### config.mk
export PLATFORM = sky130hd
export DESIGN_NAME = rv32i_core
export DESIGN_NICKNAME = d
export VERILOG_FILES = /design/src/rtl/rv32i_pkg.sv /design/src/rtl/pipe_reg.sv /design/src/rtl/fetch_stage.sv /design/src/rtl/decode_stage.sv /design/src/rtl/hazard_unit.sv /design/src/rtl/execute_stage.sv /design/src/rtl/memory_stage.sv /design/src/rtl/rv32i_core.sv
export SDC_FILE = /design/constraint.sdc
export NUM_CORES = 2
export LEC_CHECK = 0
export BUFFER_PORTS_ARGS = -buffer_cell sky130_fd_sc_hd__buf_2
export CORE_MARGIN = 1
export CORE_UTILIZATION = 60
export CTS_CLUSTER_SIZE = 24
export DETAILED_ROUTE_END_ITERATION = 8
export PLACE_DENSITY = 0.77
export SKIP_LAST_GASP = 1
export SLEW_MARGIN = 20
export SYNTH_ARGS = -nofsm -noshare
export SYNTH_HDL_FRONTEND = slang
export SYNTH_HIERARCHICAL = 1
export SYNTH_SLANG_ARGS = --single-unit
### constraint.sdc
create_clock -name clk -period 9.18 [get_ports clk]
set_clock_uncertainty 0.1 [all_clocks]
set_input_delay 0.918 -clock clk [delete_from_list [all_inputs] [get_ports clk]]
set_output_delay 0.918 -clock clk [all_outputs]
set_load 0.02 [all_outputs]
### src/rtl/rv32i_pkg.sv
package rv32i_pkg;

    // --------------------
    // Widths and reset
    // --------------------
    localparam int XLEN = 32;
    localparam int REG_ADDR_W = 5;
    localparam logic [XLEN-1:0] RESET_PC = '0;

    typedef logic [XLEN-1:0] word_t;
    typedef logic [REG_ADDR_W-1:0] reg_addr_t;

    // --------------------
    // Major opcodes
    // --------------------
    localparam logic [6:0] OP_REG = 7'b0110011;
    localparam logic [6:0] OP_IMM = 7'b0010011;
    localparam logic [6:0] OP_LUI = 7'b0110111;
    localparam logic [6:0] OP_LOAD = 7'b0000011;
    localparam logic [6:0] OP_STORE = 7'b0100011;
    localparam logic [6:0] OP_BRANCH = 7'b1100011;
    localparam logic [6:0] OP_JAL = 7'b1101111;

    typedef enum logic [3:0] {
        ALU_ADD,
        ALU_SUB,
        ALU_AND,
        ALU_OR,
        ALU_XOR,
        ALU_SLT,
        ALU_SLTU,
        ALU_SLL,
        ALU_SRL,
        ALU_SRA
    } alu_op_t;

    // All zero means bubble
    typedef struct packed {
        logic alu_src;
        logic reg_write;
        logic mem_read;
        logic mem_write;
        logic branch;
        logic jal;
        logic lui;
    } ctrl_t;

    // --------------------
    // Stage payloads
    // --------------------
    typedef struct packed {
        word_t pc;
        word_t instr;
    } if_id_t;

    typedef struct packed {
        word_t pc;
        reg_addr_t rs1;
        reg_addr_t rs2;
        reg_addr_t rd;
        word_t imm;
        word_t rs1_data;
        word_t rs2_data;
        logic [2:0] funct3;
        alu_op_t alu_op;
        ctrl_t ctrl;
    } id_ex_t;

    typedef struct packed {
        word_t alu_result;
        word_t store_data;
        reg_addr_t rd;
        ctrl_t ctrl;
    } ex_mem_t;

    typedef struct packed {
        word_t data;
        reg_addr_t rd;
        logic reg_write;
    } mem_wb_t;

    // Data memory request
    typedef struct packed {
        word_t addr;
        word_t wdata;
        logic read_en;
        logic write_en;
    } dmem_req_t;

    // Register file write port
    typedef struct packed {
        logic en;
        reg_addr_t addr;
        word_t data;
    } wb_t;

endpackage

### src/rtl/pipe_reg.sv
`timescale 1ns/1ps

module pipe_reg #(
    parameter type payload_t = logic
) (
    input  logic     clk,
    input  logic     arst_n,
    input  logic     en,
    input  logic     flush,
    input  payload_t d,
    output payload_t q
);

    // Zero payload is a bubble, flush beats enable
    always_ff @(posedge clk or negedge arst_n) begin
        if (!arst_n) begin
            q <= '0;
        end else if (flush) begin
            q <= '0;
        end else if (en) begin
            q <= d;
        end
    end

endmodule

### src/rtl/fetch_stage.sv
`timescale 1ns/1ps

module fetch_stage import rv32i_pkg::*; (
    input  logic   clk,
    input  logic   arst_n,
    input  logic   pc_en,
    input  logic   redirect,
    input  word_t  redirect_pc,
    output word_t  imem_addr,
    input  word_t  imem_data,
    output if_id_t if_id
);

    word_t pc;
    word_t next_pc;

    // Redirect from execute wins over sequential fetch
    assign next_pc = redirect ? redirect_pc : pc + word_t'(4);

    // PC register, held while stalled
    always_ff @(posedge clk or negedge arst_n) begin
        if (!arst_n) begin
            pc <= RESET_PC;
        end else if (pc_en) begin
            pc <= next_pc;
        end
    end

    // Instruction memory answers in the same cycle
    assign imem_addr = pc;

    assign if_id.pc = pc;
    assign if_id.instr = imem_data;

endmodule

### src/rtl/decode_stage.sv
`timescale 1ns/1ps

module decode_stage import rv32i_pkg::*; (
    input  logic      clk,
    input  logic      arst_n,
    input  if_id_t    if_id,
    input  wb_t       wb,
    output id_ex_t    id_ex,
    output reg_addr_t rs1,
    output reg_addr_t rs2
);

    // --------------------
    // Instruction fields
    // --------------------
    logic [6:0] opcode;
    logic [2:0] funct3;
    logic [6:0] funct7;
    reg_addr_t rd;
    word_t instr;
    word_t imm;
    ctrl_t ctrl;
    alu_op_t alu_op;
    logic use_rs1;
    logic use_rs2;

    // x0 lives outside the array
    word_t regs [1:31];

    assign instr = if_id.instr;
    assign opcode = instr[6:0];
    assign rd = instr[11:7];
    assign funct3 = instr[14:12];
    assign funct7 = instr[31:25];

    // Same mapping for register and immediate forms, SUB only with registers
    function automatic alu_op_t decode_alu(input logic [2:0] f3, input logic alt,
                                           input logic is_reg);
        alu_op_t op;
        case (f3)
            3'b000: op = (is_reg && alt) ? ALU_SUB : ALU_ADD;
            3'b001: op = ALU_SLL;
            3'b010: op = ALU_SLT;
            3'b011: op = ALU_SLTU;
            3'b100: op = ALU_XOR;
            3'b101: op = alt ? ALU_SRA : ALU_SRL;
            3'b110: op = ALU_OR;
            default: op = ALU_AND;
        endcase
        return op;
    endfunction

    // --------------------
    // Control and immediates
    // --------------------
    always_comb begin
        ctrl = '0;
        imm = '0;
        alu_op = ALU_ADD;
        use_rs1 = 1'b0;
        use_rs2 = 1'b0;
        case (opcode)
            OP_REG: begin
                ctrl.reg_write = 1'b1;
                use_rs1 = 1'b1;
                use_rs2 = 1'b1;
                alu_op = decode_alu(funct3, funct7[5], 1'b1);
            end
            OP_IMM: begin
                ctrl.reg_write = 1'b1;
                ctrl.alu_src = 1'b1;
                use_rs1 = 1'b1;
                imm = {{20{instr[31]}}, instr[31:20]};
                alu_op = decode_alu(funct3, funct7[5], 1'b0);
            end
            OP_LUI: begin
                ctrl.reg_write = 1'b1;
                ctrl.lui = 1'b1;
                imm = {instr[31:12], 12'b0};
            end
            OP_LOAD: begin
                ctrl.reg_write = 1'b1;
                ctrl.alu_src = 1'b1;
                ctrl.mem_read = 1'b1;
                use_rs1 = 1'b1;
                imm = {{20{instr[31]}}, instr[31:20]};
            end
            OP_STORE: begin
                ctrl.alu_src = 1'b1;
                ctrl.mem_write = 1'b1;
                use_rs1 = 1'b1;
                use_rs2 = 1'b1;
                imm = {{20{instr[31]}}, instr[31:25], instr[11:7]};
            end
            OP_BRANCH: begin
                ctrl.branch = 1'b1;
                use_rs1 = 1'b1;
                use_rs2 = 1'b1;
                imm = {{19{instr[31]}}, instr[31], instr[7], instr[30:25], instr[11:8], 1'b0};
            end
            OP_JAL: begin
                ctrl.reg_write = 1'b1;
                ctrl.jal = 1'b1;
                imm = {{11{instr[31]}}, instr[31], instr[19:12], instr[20],
                       instr[30:21], 1'b0};
            end
            // Unknown opcode stays a bubble
            default: ctrl = '0;
        endcase
        // Writes to x0 are dropped here
        if (rd == '0) begin
            ctrl.reg_write = 1'b0;
        end
    end

    // Unused sources read as x0, no false hazards
    assign rs1 = use_rs1 ? instr[19:15] : '0;
    assign rs2 = use_rs2 ? instr[24:20] : '0;

    // --------------------
    // Register file
    // --------------------
    always_ff @(posedge clk or negedge arst_n) begin
        if (!arst_n) begin
            for (int i = 1; i < 32; i++) begin
                regs[i] <= '0;
            end
        end else if (wb.en && wb.addr != '0) begin
            regs[wb.addr] <= wb.data;
        end
    end

    // Write-through so WB and ID can share a cycle
    function automatic word_t read_reg(input reg_addr_t a);
        word_t val;
        if (a == '0) begin
            val = '0;
        end else if (wb.en && wb.addr == a) begin
            val = wb.data;
        end else begin
            val = regs[a];
        end
        return val;
    endfunction

    assign id_ex.pc = if_id.pc;
    assign id_ex.rs1 = rs1;
    assign id_ex.rs2 = rs2;
    assign id_ex.rd = rd;
    assign id_ex.imm = imm;
    assign id_ex.rs1_data = read_reg(rs1);
    assign id_ex.rs2_data = read_reg(rs2);
    assign id_ex.funct3 = funct3;
    assign id_ex.alu_op = alu_op;
    assign id_ex.ctrl = ctrl;

endmodule

### src/rtl/hazard_unit.sv
`timescale 1ns/1ps

module hazard_unit import rv32i_pkg::*; (
    input  reg_addr_t rs1,
    input  reg_addr_t rs2,
    input  reg_addr_t ex_rd,
    input  logic      ex_mem_read,
    input  logic      redirect,
    output logic      pc_en,
    output logic      if_id_en,
    output logic      if_id_flush,
    output logic      id_ex_flush
);

    logic load_use;

    // Load in execute feeding the instruction in decode
    assign load_use = ex_mem_read && (ex_rd != '0) && ((ex_rd == rs1) || (ex_rd == rs2));

    // Redirect overrides the stall
    assign pc_en = !load_use || redirect;
    assign if_id_en = !load_use;

    // Squash the two younger instructions on redirect
    assign if_id_flush = redirect;
    // Bubble into execute on stall too
    assign id_ex_flush = redirect || load_use;

endmodule

### src/rtl/execute_stage.sv
`timescale 1ns/1ps

module execute_stage import rv32i_pkg::*; (
    input  id_ex_t    id_ex,
    input  reg_addr_t mem_rd,
    input  logic      mem_reg_write,
    input  word_t     fwd_mem,
    input  wb_t       wb,
    output ex_mem_t   ex_mem,
    output logic      redirect,
    output word_t     redirect_pc
);

    word_t src_a;
    word_t src_b;
    word_t op_a;
    word_t op_b;
    word_t alu_out;
    logic taken;

    // --------------------
    // Forwarding
    // --------------------
    // MEM is younger than WB so it wins
    function automatic word_t fwd_sel(input reg_addr_t rs, input word_t reg_val);
        word_t val;
        if (rs != '0 && mem_reg_write && mem_rd == rs) begin
            val = fwd_mem;
        end else if (rs != '0 && wb.en && wb.addr == rs) begin
            val = wb.data;
        end else begin
            val = reg_val;
        end
        return val;
    endfunction

    assign src_a = fwd_sel(id_ex.rs1, id_ex.rs1_data);
    assign src_b = fwd_sel(id_ex.rs2, id_ex.rs2_data);

    // LUI is zero plus immediate
    assign op_a = id_ex.ctrl.lui ? '0 : src_a;
    assign op_b = (id_ex.ctrl.alu_src || id_ex.ctrl.lui) ? id_ex.imm : src_b;

    // --------------------
    // ALU
    // --------------------
    always_comb begin
        case (id_ex.alu_op)
            ALU_SUB:  alu_out = op_a - op_b;
            ALU_AND:  alu_out = op_a & op_b;
            ALU_OR:   alu_out = op_a | op_b;
            ALU_XOR:  alu_out = op_a ^ op_b;
            ALU_SLT:  alu_out = word_t'($signed(op_a) < $signed(op_b));
            ALU_SLTU: alu_out = word_t'(op_a < op_b);
            ALU_SLL:  alu_out = op_a << op_b[4:0];
            ALU_SRL:  alu_out = op_a >> op_b[4:0];
            ALU_SRA:  alu_out = word_t'($signed(op_a) >>> op_b[4:0]);
            default:  alu_out = op_a + op_b;
        endcase
    end

    // --------------------
    // Branch resolution
    // --------------------
    // Compare on forwarded registers, not ALU flags
    always_comb begin
        case (id_ex.funct3)
            3'b000:  taken = (src_a == src_b);
            3'b001:  taken = (src_a != src_b);
            3'b100:  taken = ($signed(src_a) < $signed(src_b));
            3'b101:  taken = ($signed(src_a) >= $signed(src_b));
            3'b110:  taken = (src_a < src_b);
            3'b111:  taken = (src_a >= src_b);
            default: taken = 1'b0;
        endcase
    end

    assign redirect = id_ex.ctrl.jal || (id_ex.ctrl.branch && taken);
    assign redirect_pc = id_ex.pc + id_ex.imm;

    // JAL links PC+4
    assign ex_mem.alu_result = id_ex.ctrl.jal ? id_ex.pc + word_t'(4) : alu_out;
    assign ex_mem.store_data = src_b;
    assign ex_mem.rd = id_ex.rd;
    assign ex_mem.ctrl = id_ex.ctrl;

endmodule

### src/rtl/memory_stage.sv
`timescale 1ns/1ps

module memory_stage import rv32i_pkg::*; (
    input  ex_mem_t   ex_mem,
    output dmem_req_t dmem_req,
    input  word_t     dmem_rdata,
    output word_t     fwd_mem,
    output mem_wb_t   mem_wb
);

    // Word access straight from the EX/MEM payload
    assign dmem_req.addr = ex_mem.alu_result;
    assign dmem_req.wdata = ex_mem.store_data;
    assign dmem_req.read_en = ex_mem.ctrl.mem_read;
    assign dmem_req.write_en = ex_mem.ctrl.mem_write;

    // Load data is not ready for forwarding from here
    assign fwd_mem = ex_mem.alu_result;

    // Writeback value picked before MEM/WB
    assign mem_wb.data = ex_mem.ctrl.mem_read ? dmem_rdata : ex_mem.alu_result;
    assign mem_wb.rd = ex_mem.rd;
    assign mem_wb.reg_write = ex_mem.ctrl.reg_write;

endmodule

### src/rtl/rv32i_core.sv
`timescale 1ns/1ps

module rv32i_core import rv32i_pkg::*; (
    input  logic      clk,
    input  logic      arst_n,
    output word_t     imem_addr,
    input  word_t     imem_data,
    output dmem_req_t dmem_req,
    input  word_t     dmem_rdata,
    output wb_t       wb
);

    // --------------------
    // Stage payloads
    // --------------------
    if_id_t if_id_d;
    if_id_t if_id_q;
    id_ex_t id_ex_d;
    id_ex_t id_ex_q;
    ex_mem_t ex_mem_d;
    ex_mem_t ex_mem_q;
    mem_wb_t mem_wb_d;
    mem_wb_t mem_wb_q;

    // Hazard and redirect
    reg_addr_t rs1;
    reg_addr_t rs2;
    logic pc_en;
    logic if_id_en;
    logic if_id_flush;
    logic id_ex_flush;
    logic redirect;
    word_t redirect_pc;
    word_t fwd_mem;

    // Fetch
    fetch_stage u_fetch (
        .clk        (clk),
        .arst_n     (arst_n),
        .pc_en      (pc_en),
        .redirect   (redirect),
        .redirect_pc(redirect_pc),
        .imem_addr  (imem_addr),
        .imem_data  (imem_data),
        .if_id      (if_id_d)
    );

    pipe_reg #(.payload_t(if_id_t)) u_if_id (
        .clk   (clk),
        .arst_n(arst_n),
        .en    (if_id_en),
        .flush (if_id_flush),
        .d     (if_id_d),
        .q     (if_id_q)
    );

    // Decode and register file
    decode_stage u_decode (
        .clk   (clk),
        .arst_n(arst_n),
        .if_id (if_id_q),
        .wb    (wb),
        .id_ex (id_ex_d),
        .rs1   (rs1),
        .rs2   (rs2)
    );

    hazard_unit u_hazard (
        .rs1        (rs1),
        .rs2        (rs2),
        .ex_rd      (id_ex_q.rd),
        .ex_mem_read(id_ex_q.ctrl.mem_read),
        .redirect   (redirect),
        .pc_en      (pc_en),
        .if_id_en   (if_id_en),
        .if_id_flush(if_id_flush),
        .id_ex_flush(id_ex_flush)
    );

    // ID/EX has no hold, stalls insert bubbles
    pipe_reg #(.payload_t(id_ex_t)) u_id_ex (
        .clk   (clk),
        .arst_n(arst_n),
        .en    (1'b1),
        .flush (id_ex_flush),
        .d     (id_ex_d),
        .q     (id_ex_q)
    );

    // Execute
    execute_stage u_execute (
        .id_ex        (id_ex_q),
        .mem_rd       (ex_mem_q.rd),
        .mem_reg_write(ex_mem_q.ctrl.reg_write),
        .fwd_mem      (fwd_mem),
        .wb           (wb),
        .ex_mem       (ex_mem_d),
        .redirect     (redirect),
        .redirect_pc  (redirect_pc)
    );

    pipe_reg #(.payload_t(ex_mem_t)) u_ex_mem (
        .clk   (clk),
        .arst_n(arst_n),
        .en    (1'b1),
        .flush (1'b0),
        .d     (ex_mem_d),
        .q     (ex_mem_q)
    );

    // Memory
    memory_stage u_memory (
        .ex_mem    (ex_mem_q),
        .dmem_req  (dmem_req),
        .dmem_rdata(dmem_rdata),
        .fwd_mem   (fwd_mem),
        .mem_wb    (mem_wb_d)
    );

    pipe_reg #(.payload_t(mem_wb_t)) u_mem_wb (
        .clk   (clk),
        .arst_n(arst_n),
        .en    (1'b1),
        .flush (1'b0),
        .d     (mem_wb_d),
        .q     (mem_wb_q)
    );

    // Writeback is just the MEM/WB payload
    assign wb.en = mem_wb_q.reg_write;
    assign wb.addr = mem_wb_q.rd;
    assign wb.data = mem_wb_q.data;

endmodule

==> flow_summary.toml <==
[route]
drt-pass1-iter-count = 9
num_vias = 77284
routed_via_density = 7.343
initialDrtViolationCount = 11595
routedWlPerCell_um = 33.31
wl_um = 350600
drc = 0
ant_nets = 0

[clocking]
post_cts_buffers = 0
clk_latency_ns = 0.80
cts_buffers = 149
cts_sinks = 1355
cts-root-buf = "clkbuf_16"
cts_hold_buf = 0
h-tree-depth = 4
clk_pin_slew_worst_paths_ns = 0.07
cts_tree = "yes"
clockBufferDepth = 3
cts_resized = 0

[synthesis]
yosys_warnings = 6
netlist_area_um2 = 88240
syn_inst = 8913
avgSynthCellArea_um2 = 9.900

[layout]
final_common_cell = "dfrtp_1"
stdcell_area_um2 = 93370
area_growth_pct = 5.821
stdcell_count = 10525
final_cell_mix = "dfrtp_1 (1347), mux2_2 (1120), mux2i_1 (809)"
seq_area_um2 = 33930
drive_gt1_share_pct = 23.44
nets = 8711
multi_input_area_um2 = 48620
fill_cells = 11576

[timing]
setup_tns_ns = 0
tightestPinTransition_ns = 1.353
hold_viol_final = 0
holdWs_ns = 0.03197
timing.fmax_mhz = 116.8
setup_viol = 0
rsz0062_at_grt = "no"
fin_crit_sh_pct = 93.23
slew-limit-headroom_pct = 9.785
maxSlewViolCount = 0
fin_crit_ns = 8.558

[worst_setup_path]
path_class = "reg -> reg"
critPathArrivalTime_ns = 9.14
endpoint_kind = "flop"
worstPathMaxFanout = 61
startpoint_type = "flop"
critPathRequiredTime_ns = 9.76

[floorplanning]
io_pins = 202
core-area_um2 = 145700
placementRows = 140
die_w_um = 385.5
dieArea_um2 = 148600
initial_core_util_pct = 60.54
fp.dieH_um = 385.5

[placed_design]
placed_cells = 10247
gp_congestion = 1.059
io_buffers = 201
postPlaceCellArea_um2 = 88340
dp_hpwl_um = 219000

[hold_path]
min_path_type = "in -> async"

[grt]
grt_start_max_net_pins = 173
grt_first_pass_wirelength_um = 501600
grt_pass1_vias = 73933
track_usage_pct = 46.03
gr-total-overflow = 0
antenna_found_initial = 19

[power_and_ir_drop]
total_power_mw = 14.07
p_leak_nw = 43.30
vdd_drop_max_mv = 0.1530
p_per_area_nw_per_um2 = 150.7

[flow_run]
cap_violations = 0

[run_status]
status = "finished, final reports clean"
-- flip-flops by register name (all words and copies together), names as in the netlist --
| register | count |
|---|---|
| u_decode/regs | 992 |
| u_id_ex/q | 157 |
| u_ex_mem/q | 72 |
| u_if_id/q | 64 |
| u_mem_wb/q | 38 |
| u_fetch/imem_addr | 32 |
-- power breakdown --
part / leakage (nW) / switching, mW / total [mW] / internal [mW]
Combinational: 22.1 / 1.04 / 1.51 / 0.471
Clock: 2.46 / 2.60 / 6.15 / 3.55
Sequential: 18.7 / 0.295 / 6.41 / 6.12
-- area by class of cell --
cell class | instances | share of cell area, %
sequential | 1355 | 36.34
inverter | 161 | 0.6660
tap | 1917 | 2.569
clock inverter | 43 | 0.5963
multi-input combinational | 6398 | 52.07
timing repair buffer | 416 | 2.983
antenna | 12 | 0.03216
clock buffer | 223 | 4.742
-- worst paths after layout --
| check | startpoint | endpoint | slack [ns] | cells past startpoint |
|---|---|---|---|---|
| worst max-delay path | u_id_ex/q[121] | u_fetch/imem_addr[19] | 0.62 | 23 |
| worst min-delay path | arst_n | u_ex_mem/q[55] | 0.03 | 1 |
| worst max register to register | u_id_ex/q[121] | u_fetch/imem_addr[19] | 0.62 | 23 |
| worst min register to register | u_decode/regs[715] | u_decode/regs[715] | 0.41 | 1 |
| max in group asynchronous | arst_n | u_if_id/q[20] | 6.64 | 3 |
| min in group clk | imem_data[17] | u_if_id/q[17] | 0.28 | 3 |
-- worst max-delay path, cell delays in order, from the launching register on --
cell	delay [ns]
dfrtp_1	0.43
or4_4	0.60
o211ai_4	0.17
buf_4	0.39
or2_2	0.82
a31oi_1	0.26
ha_1	0.43
nand4_1	0.09
or2_2	0.35
nor4_1	0.61
nand3_1	0.17
or3_1	0.47
o221ai_1	0.33
nor3_1	0.09
o31a_1	0.14
xor2_1	0.18
o22ai_1	0.24
a221o_4	0.65
nand3b_1	0.21
buf_4	0.37
inv_1	0.40
nor2_1	0.59
a22oi_1	0.15
o311ai_0	0.13
-- metal layers --
metal / GRT usage (%) / wire, um / vias up
met2: 67.40 / 147900 / 6031
met4: 37.85 / 35690 / 10
met5: 0 / 81 / -
li1: - / - / 31506
met3: 14.95 / 44610 / 1843
met1: 55.26 / 122300 / 37894
-- through the flow --
stage          utilization (%)  setup WS (ns)
4_1_cts                  64.04         0.8191
3_5_place_dp             60.62         0.8162
6_report                 64.07         0.6217
3_3_place_gp             60.62         0.9522
5_1_grt                  64.05         0.2976
2_1_floorplan                -          3.302
(Power assumes the default switching activity.)
